$ cat src/design/fpu_config.svh
`ifndef FPU_CONFIG_SVH
`define FPU_CONFIG_SVH

// IEEE 754 binary32 fields
`define FPU_SINGLE_EXP_WIDTH 8
`define FPU_SINGLE_SIG_WIDTH 23

// IEEE 754 binary64 fields
`define FPU_DOUBLE_EXP_WIDTH 11
`define FPU_DOUBLE_SIG_WIDTH 52

// Internal decoded format shared by both precisions
`define FPU_OUT_EXP_WIDTH 12 // Signed and wide enough for the lowest double subnormal
`define FPU_OUT_SIG_WIDTH 52 // Fraction below the hidden one

// Canonical quiet NaNs as written back to the register file
`define FPU_CANON_NAN_S 64'hFFFF_FFFF_7FC0_0000 // NaN-boxed single
`define FPU_CANON_NAN_D 64'h7FF8_0000_0000_0000

`endif
$ cat src/design/fpu_pkg.sv
`include "fpu_config.svh"

package fpu_pkg;

  // Non-arithmetic operations handled by the misc unit
  typedef enum logic [2:0] {
    OP_CLASS,
    OP_EQ,
    OP_LT,
    OP_LE,
    OP_MIN,
    OP_MAX
  } fpu_op_e;

  typedef struct packed {
    logic                                 sign;
    logic signed [`FPU_OUT_EXP_WIDTH-1:0] exponent;    // Unbiased
    logic [`FPU_OUT_SIG_WIDTH-1:0]        significand; // Top bit is the quiet bit for NaNs
    logic                                 is_normal;
    logic                                 is_zero;
    logic                                 is_subnormal;
    logic                                 is_inf;
    logic                                 is_nan;
  } fpu_decoded_t;

  typedef struct packed {
    fpu_op_e     op;
    logic        double;    // Set for binary64 operands
    logic [63:0] operand_a;
    logic [63:0] operand_b;
  } fpu_req_t;

  typedef struct packed {
    logic [63:0] result;
    logic        invalid; // NV flag
  } fpu_resp_t;

endpackage

$ cat src/design/fpu_misc_unit.sv
`timescale 1ns/10ps

module fpu_misc_unit (
  input  logic               clk_i,
  input  logic               rst_n_i,
  input  logic               valid_i,
  input  fpu_pkg::fpu_req_t  req_i,
  output logic               valid_o,
  output fpu_pkg::fpu_resp_t resp_o
);

  fpu_pkg::fpu_decoded_t dec_a;
  fpu_pkg::fpu_decoded_t dec_b;
  logic [9:0]            class_mask;
  fpu_pkg::fpu_resp_t    cmp_resp;
  fpu_pkg::fpu_resp_t    resp_d;

  // **********************************************************************
  // Operand decode
  // **********************************************************************

  fpu_normalize_from_ieee_multi u_decode_a (
    .double_i  (req_i.double),
    .ieee_i    (req_i.operand_a),
    .decoded_o (dec_a)
  );

  fpu_normalize_from_ieee_multi u_decode_b (
    .double_i  (req_i.double),
    .ieee_i    (req_i.operand_b),
    .decoded_o (dec_b)
  );

  // **********************************************************************
  // Execution
  // **********************************************************************

  fpu_classify u_classify (
    .dec_i   (dec_a),
    .class_o (class_mask)
  );

  fpu_compare u_compare (
    .op_i        (req_i.op),
    .double_i    (req_i.double),
    .operand_a_i (req_i.operand_a),
    .operand_b_i (req_i.operand_b),
    .dec_a_i     (dec_a),
    .dec_b_i     (dec_b),
    .resp_o      (cmp_resp)
  );

  always_comb begin
    if (req_i.op == fpu_pkg::OP_CLASS) begin
      resp_d.result  = {54'b0, class_mask};
      resp_d.invalid = 1'b0; // FCLASS never raises a flag
    end else begin
      resp_d = cmp_resp;
    end
  end

  // **********************************************************************
  // Output register
  // **********************************************************************

  always_ff @(posedge clk_i) begin
    if (!rst_n_i) begin
      valid_o <= 1'b0;
      resp_o  <= '0;
    end else begin
      valid_o <= valid_i;
      if (valid_i) begin
        resp_o <= resp_d; // Held until the next request
      end
    end
  end

endmodule

$ cat src/design/fpu_compare.sv
`timescale 1ns/10ps
`include "fpu_config.svh"

module fpu_compare (
  input  fpu_pkg::fpu_op_e      op_i,
  input  logic                  double_i,
  input  logic [63:0]           operand_a_i,
  input  logic [63:0]           operand_b_i,
  input  fpu_pkg::fpu_decoded_t dec_a_i,
  input  fpu_pkg::fpu_decoded_t dec_b_i,
  output fpu_pkg::fpu_resp_t    resp_o
);

  logic        a_snan;
  logic        b_snan;
  logic        any_nan;
  logic        any_snan;
  logic        both_zero;
  logic        mag_a_lt_b;
  logic        mag_b_lt_a;
  logic        mag_eq;
  logic        val_eq;
  logic        val_lt;
  logic        minmax_a_lt_b;
  logic [63:0] boxed_a;
  logic [63:0] boxed_b;
  logic [63:0] canon_nan;

  // **********************************************************************
  // Ordering of the decoded values
  // **********************************************************************

  assign a_snan    = dec_a_i.is_nan & ~dec_a_i.significand[`FPU_OUT_SIG_WIDTH-1];
  assign b_snan    = dec_b_i.is_nan & ~dec_b_i.significand[`FPU_OUT_SIG_WIDTH-1];
  assign any_nan   = dec_a_i.is_nan | dec_b_i.is_nan;
  assign any_snan  = a_snan | b_snan;
  assign both_zero = dec_a_i.is_zero & dec_b_i.is_zero;

  // Zero is below every other magnitude and the rest go by exponent then fraction
  always_comb begin
    mag_eq     = both_zero;
    mag_a_lt_b = dec_a_i.is_zero & ~dec_b_i.is_zero;
    mag_b_lt_a = dec_b_i.is_zero & ~dec_a_i.is_zero;
    if (!dec_a_i.is_zero && !dec_b_i.is_zero) begin
      mag_eq     = (dec_a_i.exponent == dec_b_i.exponent) &&
                   (dec_a_i.significand == dec_b_i.significand);
      mag_a_lt_b = (dec_a_i.exponent < dec_b_i.exponent) ||
                   ((dec_a_i.exponent == dec_b_i.exponent) &&
                    (dec_a_i.significand < dec_b_i.significand));
      mag_b_lt_a = !mag_eq && !mag_a_lt_b;
    end
  end

  assign val_eq = both_zero | ((dec_a_i.sign == dec_b_i.sign) & mag_eq);

  always_comb begin
    if (both_zero) begin
      val_lt = 1'b0;
    end else if (dec_a_i.sign != dec_b_i.sign) begin
      val_lt = dec_a_i.sign; // Negative side is smaller
    end else begin
      val_lt = dec_a_i.sign ? mag_b_lt_a : mag_a_lt_b;
    end
  end

  // Min and max put -0 below +0
  assign minmax_a_lt_b = both_zero ? (dec_a_i.sign & ~dec_b_i.sign) : val_lt;

  // **********************************************************************
  // Result selection
  // **********************************************************************

  assign boxed_a   = double_i ? operand_a_i : {32'hFFFF_FFFF, operand_a_i[31:0]};
  assign boxed_b   = double_i ? operand_b_i : {32'hFFFF_FFFF, operand_b_i[31:0]};
  assign canon_nan = double_i ? `FPU_CANON_NAN_D : `FPU_CANON_NAN_S;

  always_comb begin
    resp_o = '0;
    unique case (op_i)
      fpu_pkg::OP_EQ: begin
        resp_o.result[0] = ~any_nan & val_eq;
        resp_o.invalid   = any_snan; // Quiet NaNs compare unordered silently
      end
      fpu_pkg::OP_LT: begin
        resp_o.result[0] = ~any_nan & val_lt;
        resp_o.invalid   = any_nan;
      end
      fpu_pkg::OP_LE: begin
        resp_o.result[0] = ~any_nan & (val_lt | val_eq);
        resp_o.invalid   = any_nan;
      end
      fpu_pkg::OP_MIN, fpu_pkg::OP_MAX: begin
        if (dec_a_i.is_nan && dec_b_i.is_nan) begin
          resp_o.result = canon_nan;
        end else if (dec_a_i.is_nan) begin
          resp_o.result = boxed_b;
        end else if (dec_b_i.is_nan) begin
          resp_o.result = boxed_a;
        end else if (op_i == fpu_pkg::OP_MIN) begin
          resp_o.result = minmax_a_lt_b ? boxed_a : boxed_b;
        end else begin
          resp_o.result = minmax_a_lt_b ? boxed_b : boxed_a;
        end
        resp_o.invalid = any_snan;
      end
      default: begin
        resp_o = '0; // FCLASS is produced elsewhere
      end
    endcase
  end

endmodule

$ cat src/design/fpu_classify.sv
`timescale 1ns/10ps
`include "fpu_config.svh"

module fpu_classify (
  input  fpu_pkg::fpu_decoded_t dec_i,
  output logic [9:0]            class_o
);

  logic quiet;

  assign quiet = dec_i.significand[`FPU_OUT_SIG_WIDTH-1];

  // RISC-V FCLASS mask with exactly one bit set
  always_comb begin
    class_o = '0;
    if (dec_i.is_nan) begin
      if (quiet) begin
        class_o[9] = 1'b1;
      end else begin
        class_o[8] = 1'b1;
      end
    end else if (dec_i.is_inf) begin
      class_o[dec_i.sign ? 0 : 7] = 1'b1;
    end else if (dec_i.is_normal) begin
      class_o[dec_i.sign ? 1 : 6] = 1'b1;
    end else if (dec_i.is_subnormal) begin
      class_o[dec_i.sign ? 2 : 5] = 1'b1;
    end else begin
      class_o[dec_i.sign ? 3 : 4] = 1'b1; // Zero
    end
  end

endmodule

$ cat src/design/fpu_normalize_from_ieee_multi.sv
`timescale 1ns/10ps
`include "fpu_config.svh"

module fpu_normalize_from_ieee_multi (
  input  logic                  double_i,
  input  logic [63:0]           ieee_i,
  output fpu_pkg::fpu_decoded_t decoded_o
);

  fpu_pkg::fpu_decoded_t single_dec;
  fpu_pkg::fpu_decoded_t double_dec;
  logic                  nan_boxed;

  // A single is only valid when the upper word is all ones
  assign nan_boxed = &ieee_i[63:32];

  // **********************************************************************
  // Format decoders
  // **********************************************************************

  fpu_normalize_from_ieee #(
    .IeeeExpWidth (`FPU_SINGLE_EXP_WIDTH),
    .IeeeSigWidth (`FPU_SINGLE_SIG_WIDTH)
  ) u_single_decode (
    .ieee_i    (ieee_i[31:0]),
    .decoded_o (single_dec)
  );

  fpu_normalize_from_ieee #(
    .IeeeExpWidth (`FPU_DOUBLE_EXP_WIDTH),
    .IeeeSigWidth (`FPU_DOUBLE_SIG_WIDTH)
  ) u_double_decode (
    .ieee_i    (ieee_i),
    .decoded_o (double_dec)
  );

  // **********************************************************************
  // Format selection
  // **********************************************************************

  always_comb begin
    if (double_i) begin
      decoded_o = double_dec;
    end else if (nan_boxed) begin
      decoded_o = single_dec;
    end else begin
      // Broken boxing reads as the canonical quiet NaN
      decoded_o                                       = '0;
      decoded_o.significand[`FPU_OUT_SIG_WIDTH-1]     = 1'b1;
      decoded_o.is_nan                                = 1'b1;
    end
  end

endmodule

$ cat src/design/fpu_normalize_from_ieee.sv
`timescale 1ns/10ps
`include "fpu_config.svh"

module fpu_normalize_from_ieee #(
  parameter int IeeeExpWidth = 8,
  parameter int IeeeSigWidth = 23
) (
  input  logic [IeeeExpWidth+IeeeSigWidth:0] ieee_i,
  output fpu_pkg::fpu_decoded_t              decoded_o
);

  localparam int OutExpWidth = `FPU_OUT_EXP_WIDTH;
  localparam int OutSigWidth = `FPU_OUT_SIG_WIDTH;
  localparam int LzcWidth    = $clog2(IeeeSigWidth + 1);
  localparam logic [OutExpWidth-1:0] Bias = OutExpWidth'((1 << (IeeeExpWidth - 1)) - 1);

  logic                    sign;
  logic [IeeeExpWidth-1:0] exp_field;
  logic [IeeeSigWidth-1:0] frac_field;
  logic                    exp_all_ones;
  logic                    exp_all_zeros;
  logic                    frac_zero;
  logic [OutSigWidth-1:0]  frac_aligned;
  logic [LzcWidth-1:0]     lead_zeros;
  logic [LzcWidth-1:0]     shift_amt;

  assign sign       = ieee_i[IeeeExpWidth+IeeeSigWidth];
  assign exp_field  = ieee_i[IeeeExpWidth+IeeeSigWidth-1:IeeeSigWidth];
  assign frac_field = ieee_i[IeeeSigWidth-1:0];

  assign exp_all_ones  = &exp_field;
  assign exp_all_zeros = ~|exp_field;
  assign frac_zero     = ~|frac_field;

  // Fraction moved to the top of the internal field, so a NaN keeps its quiet bit on top
  assign frac_aligned = OutSigWidth'(frac_field) << (OutSigWidth - IeeeSigWidth);

  // Leading zero count of the fraction where the highest set bit wins
  always_comb begin
    lead_zeros = '0;
    for (int i = 0; i < IeeeSigWidth; i++) begin
      if (frac_field[i]) begin
        lead_zeros = LzcWidth'(IeeeSigWidth - 1 - i);
      end
    end
  end

  assign shift_amt = lead_zeros + LzcWidth'(1); // One more to hide the leading one

  always_comb begin
    decoded_o             = '0;
    decoded_o.sign        = sign;
    decoded_o.exponent    = OutExpWidth'(exp_field) - Bias;
    decoded_o.significand = frac_aligned;
    if (exp_all_ones) begin
      decoded_o.is_inf = frac_zero;
      decoded_o.is_nan = !frac_zero;
    end else if (exp_all_zeros) begin
      if (frac_zero) begin
        decoded_o.exponent = '0;
        decoded_o.is_zero  = 1'b1;
      end else begin
        // Normalize a subnormal and pull the exponent down by the same amount
        decoded_o.exponent     = OutExpWidth'(1) - Bias - OutExpWidth'(shift_amt);
        decoded_o.significand  = frac_aligned << shift_amt;
        decoded_o.is_subnormal = 1'b1;
      end
    end else begin
      decoded_o.is_normal = 1'b1;
    end
  end

endmodule

$ cat config.mk
export PLATFORM = sky130hd
export DESIGN_NAME = fpu_misc_unit
export DESIGN_NICKNAME = d
export VERILOG_FILES = /design/src/design/fpu_pkg.sv /design/src/design/fpu_misc_unit.sv /design/src/design/fpu_compare.sv /design/src/design/fpu_classify.sv /design/src/design/fpu_normalize_from_ieee_multi.sv /design/src/design/fpu_normalize_from_ieee.sv
export VERILOG_INCLUDE_DIRS = /design/src /design/src/design
export SDC_FILE = /design/constraint.sdc
export NUM_CORES = 1
export LEC_CHECK = 0
export BUFFER_PORTS_ARGS = -buffer_cell sky130_fd_sc_hd__buf_2
export CORE_MARGIN = 10
export CORE_UTILIZATION = 45
export DETAILED_ROUTE_END_ITERATION = 8
export PLACE_DENSITY = 0.74
export SYNTH_ARGS = -nofsm -noshare
export SYNTH_HDL_FRONTEND = slang
export SYNTH_SLANG_ARGS = --single-unit
export TNS_END_PERCENT = 1
$ cat constraint.sdc
create_clock -name clk_i -period 9.8 [get_ports clk_i]
set_input_delay 0.49 -clock clk_i [delete_from_list [all_inputs] [get_ports clk_i]]
set_output_delay 0.49 -clock clk_i [all_outputs]
set_load 0.01 [all_outputs]
==> flow_metrics.tcl <==
set metrics [dict create \
    synth_top_cell_area_share_pct 14.1 \
    finalSetupViolCount 0 \
    core_sq_um 40900 \
    critPathLaunchType "input port" \
    clkLatencyLatePin_ns 0.36 \
    cts.sink_count 66 \
    cts_hold_buf 0 \
    syn_inst 2706 \
    r2r-start "resp_o[10]" \
    placed_area_sq_um 20000 \
    die-width_microns 224 \
    port_buffers 200 \
    crit_top_cell "o31ai_1" \
    status "complete, no violations" \
    tritoncts "yes" \
    vias 25000 \
    leakage_nw 8.35 \
    grt_pass1_wl_microns 158000 \
    grt_pass1_vias 23200 \
    final.setup.worst_slack_ns 0.356 \
    via_per_inst 7.61 \
    holdCritPathClass "flip-flop to flip-flop" \
    min_path_cells 2 \
    hpwl_microns 82200 \
    rsz0062_at_grt "false" \
    path_delay_family "compound AO/OA/AOI/OAI gates" \
    cp_slowest_stage_delay_ns 0.75 \
    cts-buffers-inserted 9 \
    synth_seq_area_share_pct 7.08 \
    crit_fanout 28 \
    holdCritStartpoint "resp_o[49]" \
    firstDrtPassIters 7 \
    drcViolationCount 0 \
    clockRootBuffer "clkbuf_16" \
    post-place-cells 3253 \
    gp_congestion 1.10 \
    postRouteAntennaNets 0 \
    finalNonFillerCells 3281 \
    avgSynthCellArea_sq_um 6.90 \
    dieArea_sq_um 50000 \
    ff2ff_setup_slack_ns 8.91 \
    cp_num_buf_inv 3 \
    cp.required_ns 10.03 \
    grt_overflow 0 \
    cp.arrival_ns 9.67 \
    end_kind "flip-flop" \
    irDropWorstVdd_mv 0.127 \
    ys_async_sr_fraction_pct 0 \
    max_freq_mhz 106 \
    cp_slowest_cell "ha_2" \
    synth_cell_types 96 \
    min_to "resp_o[49]" \
    drive_above_1_share_pct 16.6 \
    first_iter_violations 4462 \
    clockBufferDepth 2 \
    clkSlewWorstSetupHoldPaths_ns 0.06 \
    dp_slack_ns 0.0483 \
    synth_warnings 0 \
    min_period_ns 9.44 \
    routedWlPerCell_microns 33.4 \
    start_util_pct 45.6 \
    grt.total_usage_pct 41.2 \
    core.rowCount 74 \
    drv_slew 0 \
    crit_type "input port to flip-flop" \
    synth.most_common_cell "nand2_1" \
    ys_ff_latch 66 \
    power.density_nw_per_um2 90.3 \
    fin_nets 2962 \
    synth_edf_count 0 \
    rr_worst_depth 3 \
    grt_max_degree 119 \
    fin_crit_sh_pct 96.4 \
    synth_area_leaders "mux2i_1 14%, mux4_2 7.8%, nand2_1 7.3%" \
    drt_wl_total_microns 110000 \
    synthesis.area_sq_um 18700 \
    synth.largest_area_cell "mux2i_1" \
    final-hold-violation-count 0 \
    maxCapViolCount 0 \
    fin_area_sq_um 20400 \
    worst_pin_slew_ns 1.16 \
    synthFlopType "dfxtp_1" \
    synthTopCellsByCount "363 x nand2_1, 263 x mux2i_1, 248 x nor2_1, 211 x clkbuf_1, 208 x o21ai_0" \
    io-pin-count 201 \
    relSlewSlack_pct 22.1 \
    antenna_found_initial 6 \
    area_growth_pct 9.04 \
    r2r_end "resp_o[10]" \
    finClkSkew_ns 0 \
    h-tree-depth 3 \
    syn_nets 2926 \
    die_h_microns 224 \
]
-- logic make-up after synthesis --
group	count (synthesis)	share of synthesized area, %
simple gates	977	24.2
compound gates	847	29.5
mux	348	23.3
buf+inv	335	7.78
fa+ha+maj	85	5.70
flops	66	7.08
xor+xnor	48	2.49
-- through the flow --
step | total power, W | hold WS (ns) | util (%) | TNS, ns
after floorplan | 0.00102 | 0.463 | - | 0
after global placement | 0.00141 | 0.426 | 48.7 | -47.22
after detailed placement | 0.00142 | 0.427 | 48.8 | 0
after CTS | 0.00177 | 0.435 | 49.5 | 0
after global routing | 0.00190 | 0.455 | 49.7 | 0
final | 0.00184 | 0.436 | 49.7 | 0
-- layout by cell type (no fill, tap or decap), drive strengths merged, types with 23 or more instances in the layout --
cell,instances
a211oi,36
a21o,23
a21oi,197
a221oi,29
a22oi,34
a31oi,43
buf,308
dfxtp,66
ha,85
inv,54
mux2i,263
mux4,66
nand2,365
nand2b,24
nand3,70
nand4,46
nor2,249
nor3,74
nor4,42
o211ai,29
o21ai,230
o221ai,33
o22ai,29
o31ai,24
xnor2,29
-- worst max-delay path by stage --
stage | startpoint | end | slack (ns) | cells past startpoint
5_1_grt | req_i[1] | resp_o[32] | 0.12 | 32
4_1_cts | req_i[1] | resp_o[32] | 0.39 | 33
6_report | req_i[1] | resp_o[32] | 0.36 | 32
3_3_place_gp | req_i[1] | resp_o[24] | -0.83 | 33
3_5_place_dp | req_i[1] | resp_o[32] | 0.05 | 33
2_1_floorplan | req_i[67] | resp_o[11] | 1.83 | 35
-- power by group --
part	internal [W]	switching (W)
Sequential	0.000279	0.00000691
Clock	0.000208	0.000149
Combinational	0.000411	0.000785
-- per-layer routing --
layer	GRT usage (%)	wire length (microns)	vias up
met1	54.4	42700	11800
met4	18.0	5900	10
met2	58.7	44200	2369
met5	0	149	-
met3	14.9	16700	467
li1	-	-	10300
-- state kept, by name (all words and copies together), names as in the netlist --
register and flops:
resp_o 65, valid_o 1
-- worst register-to-register path: stages (launching register included) --
cell,delay [ns]
dfxtp_1,0.34
o2111a_1,0.23
a22oi_1,0.15
nand2_1,0.07
-- area by class of cell --
cell class                      instances  area [sq um]
Clock inverter                          6          72.6
Tap cell                              532           666
Fill cell                            4137         20600
Timing Repair Buffer                  308          1850
Clock buffer                           10           239
Antenna cell                            2          5.00
Multi-Input combinational cell       2305         16000
Inverter                               52           210
Sequential cell                        66          1320
-- timing repair --
item,CTS,global route
buffers inserted,0,10
gates resized for setup,0,1
setup endpoints to repair,0,63
(Power assumes the default switching activity.)
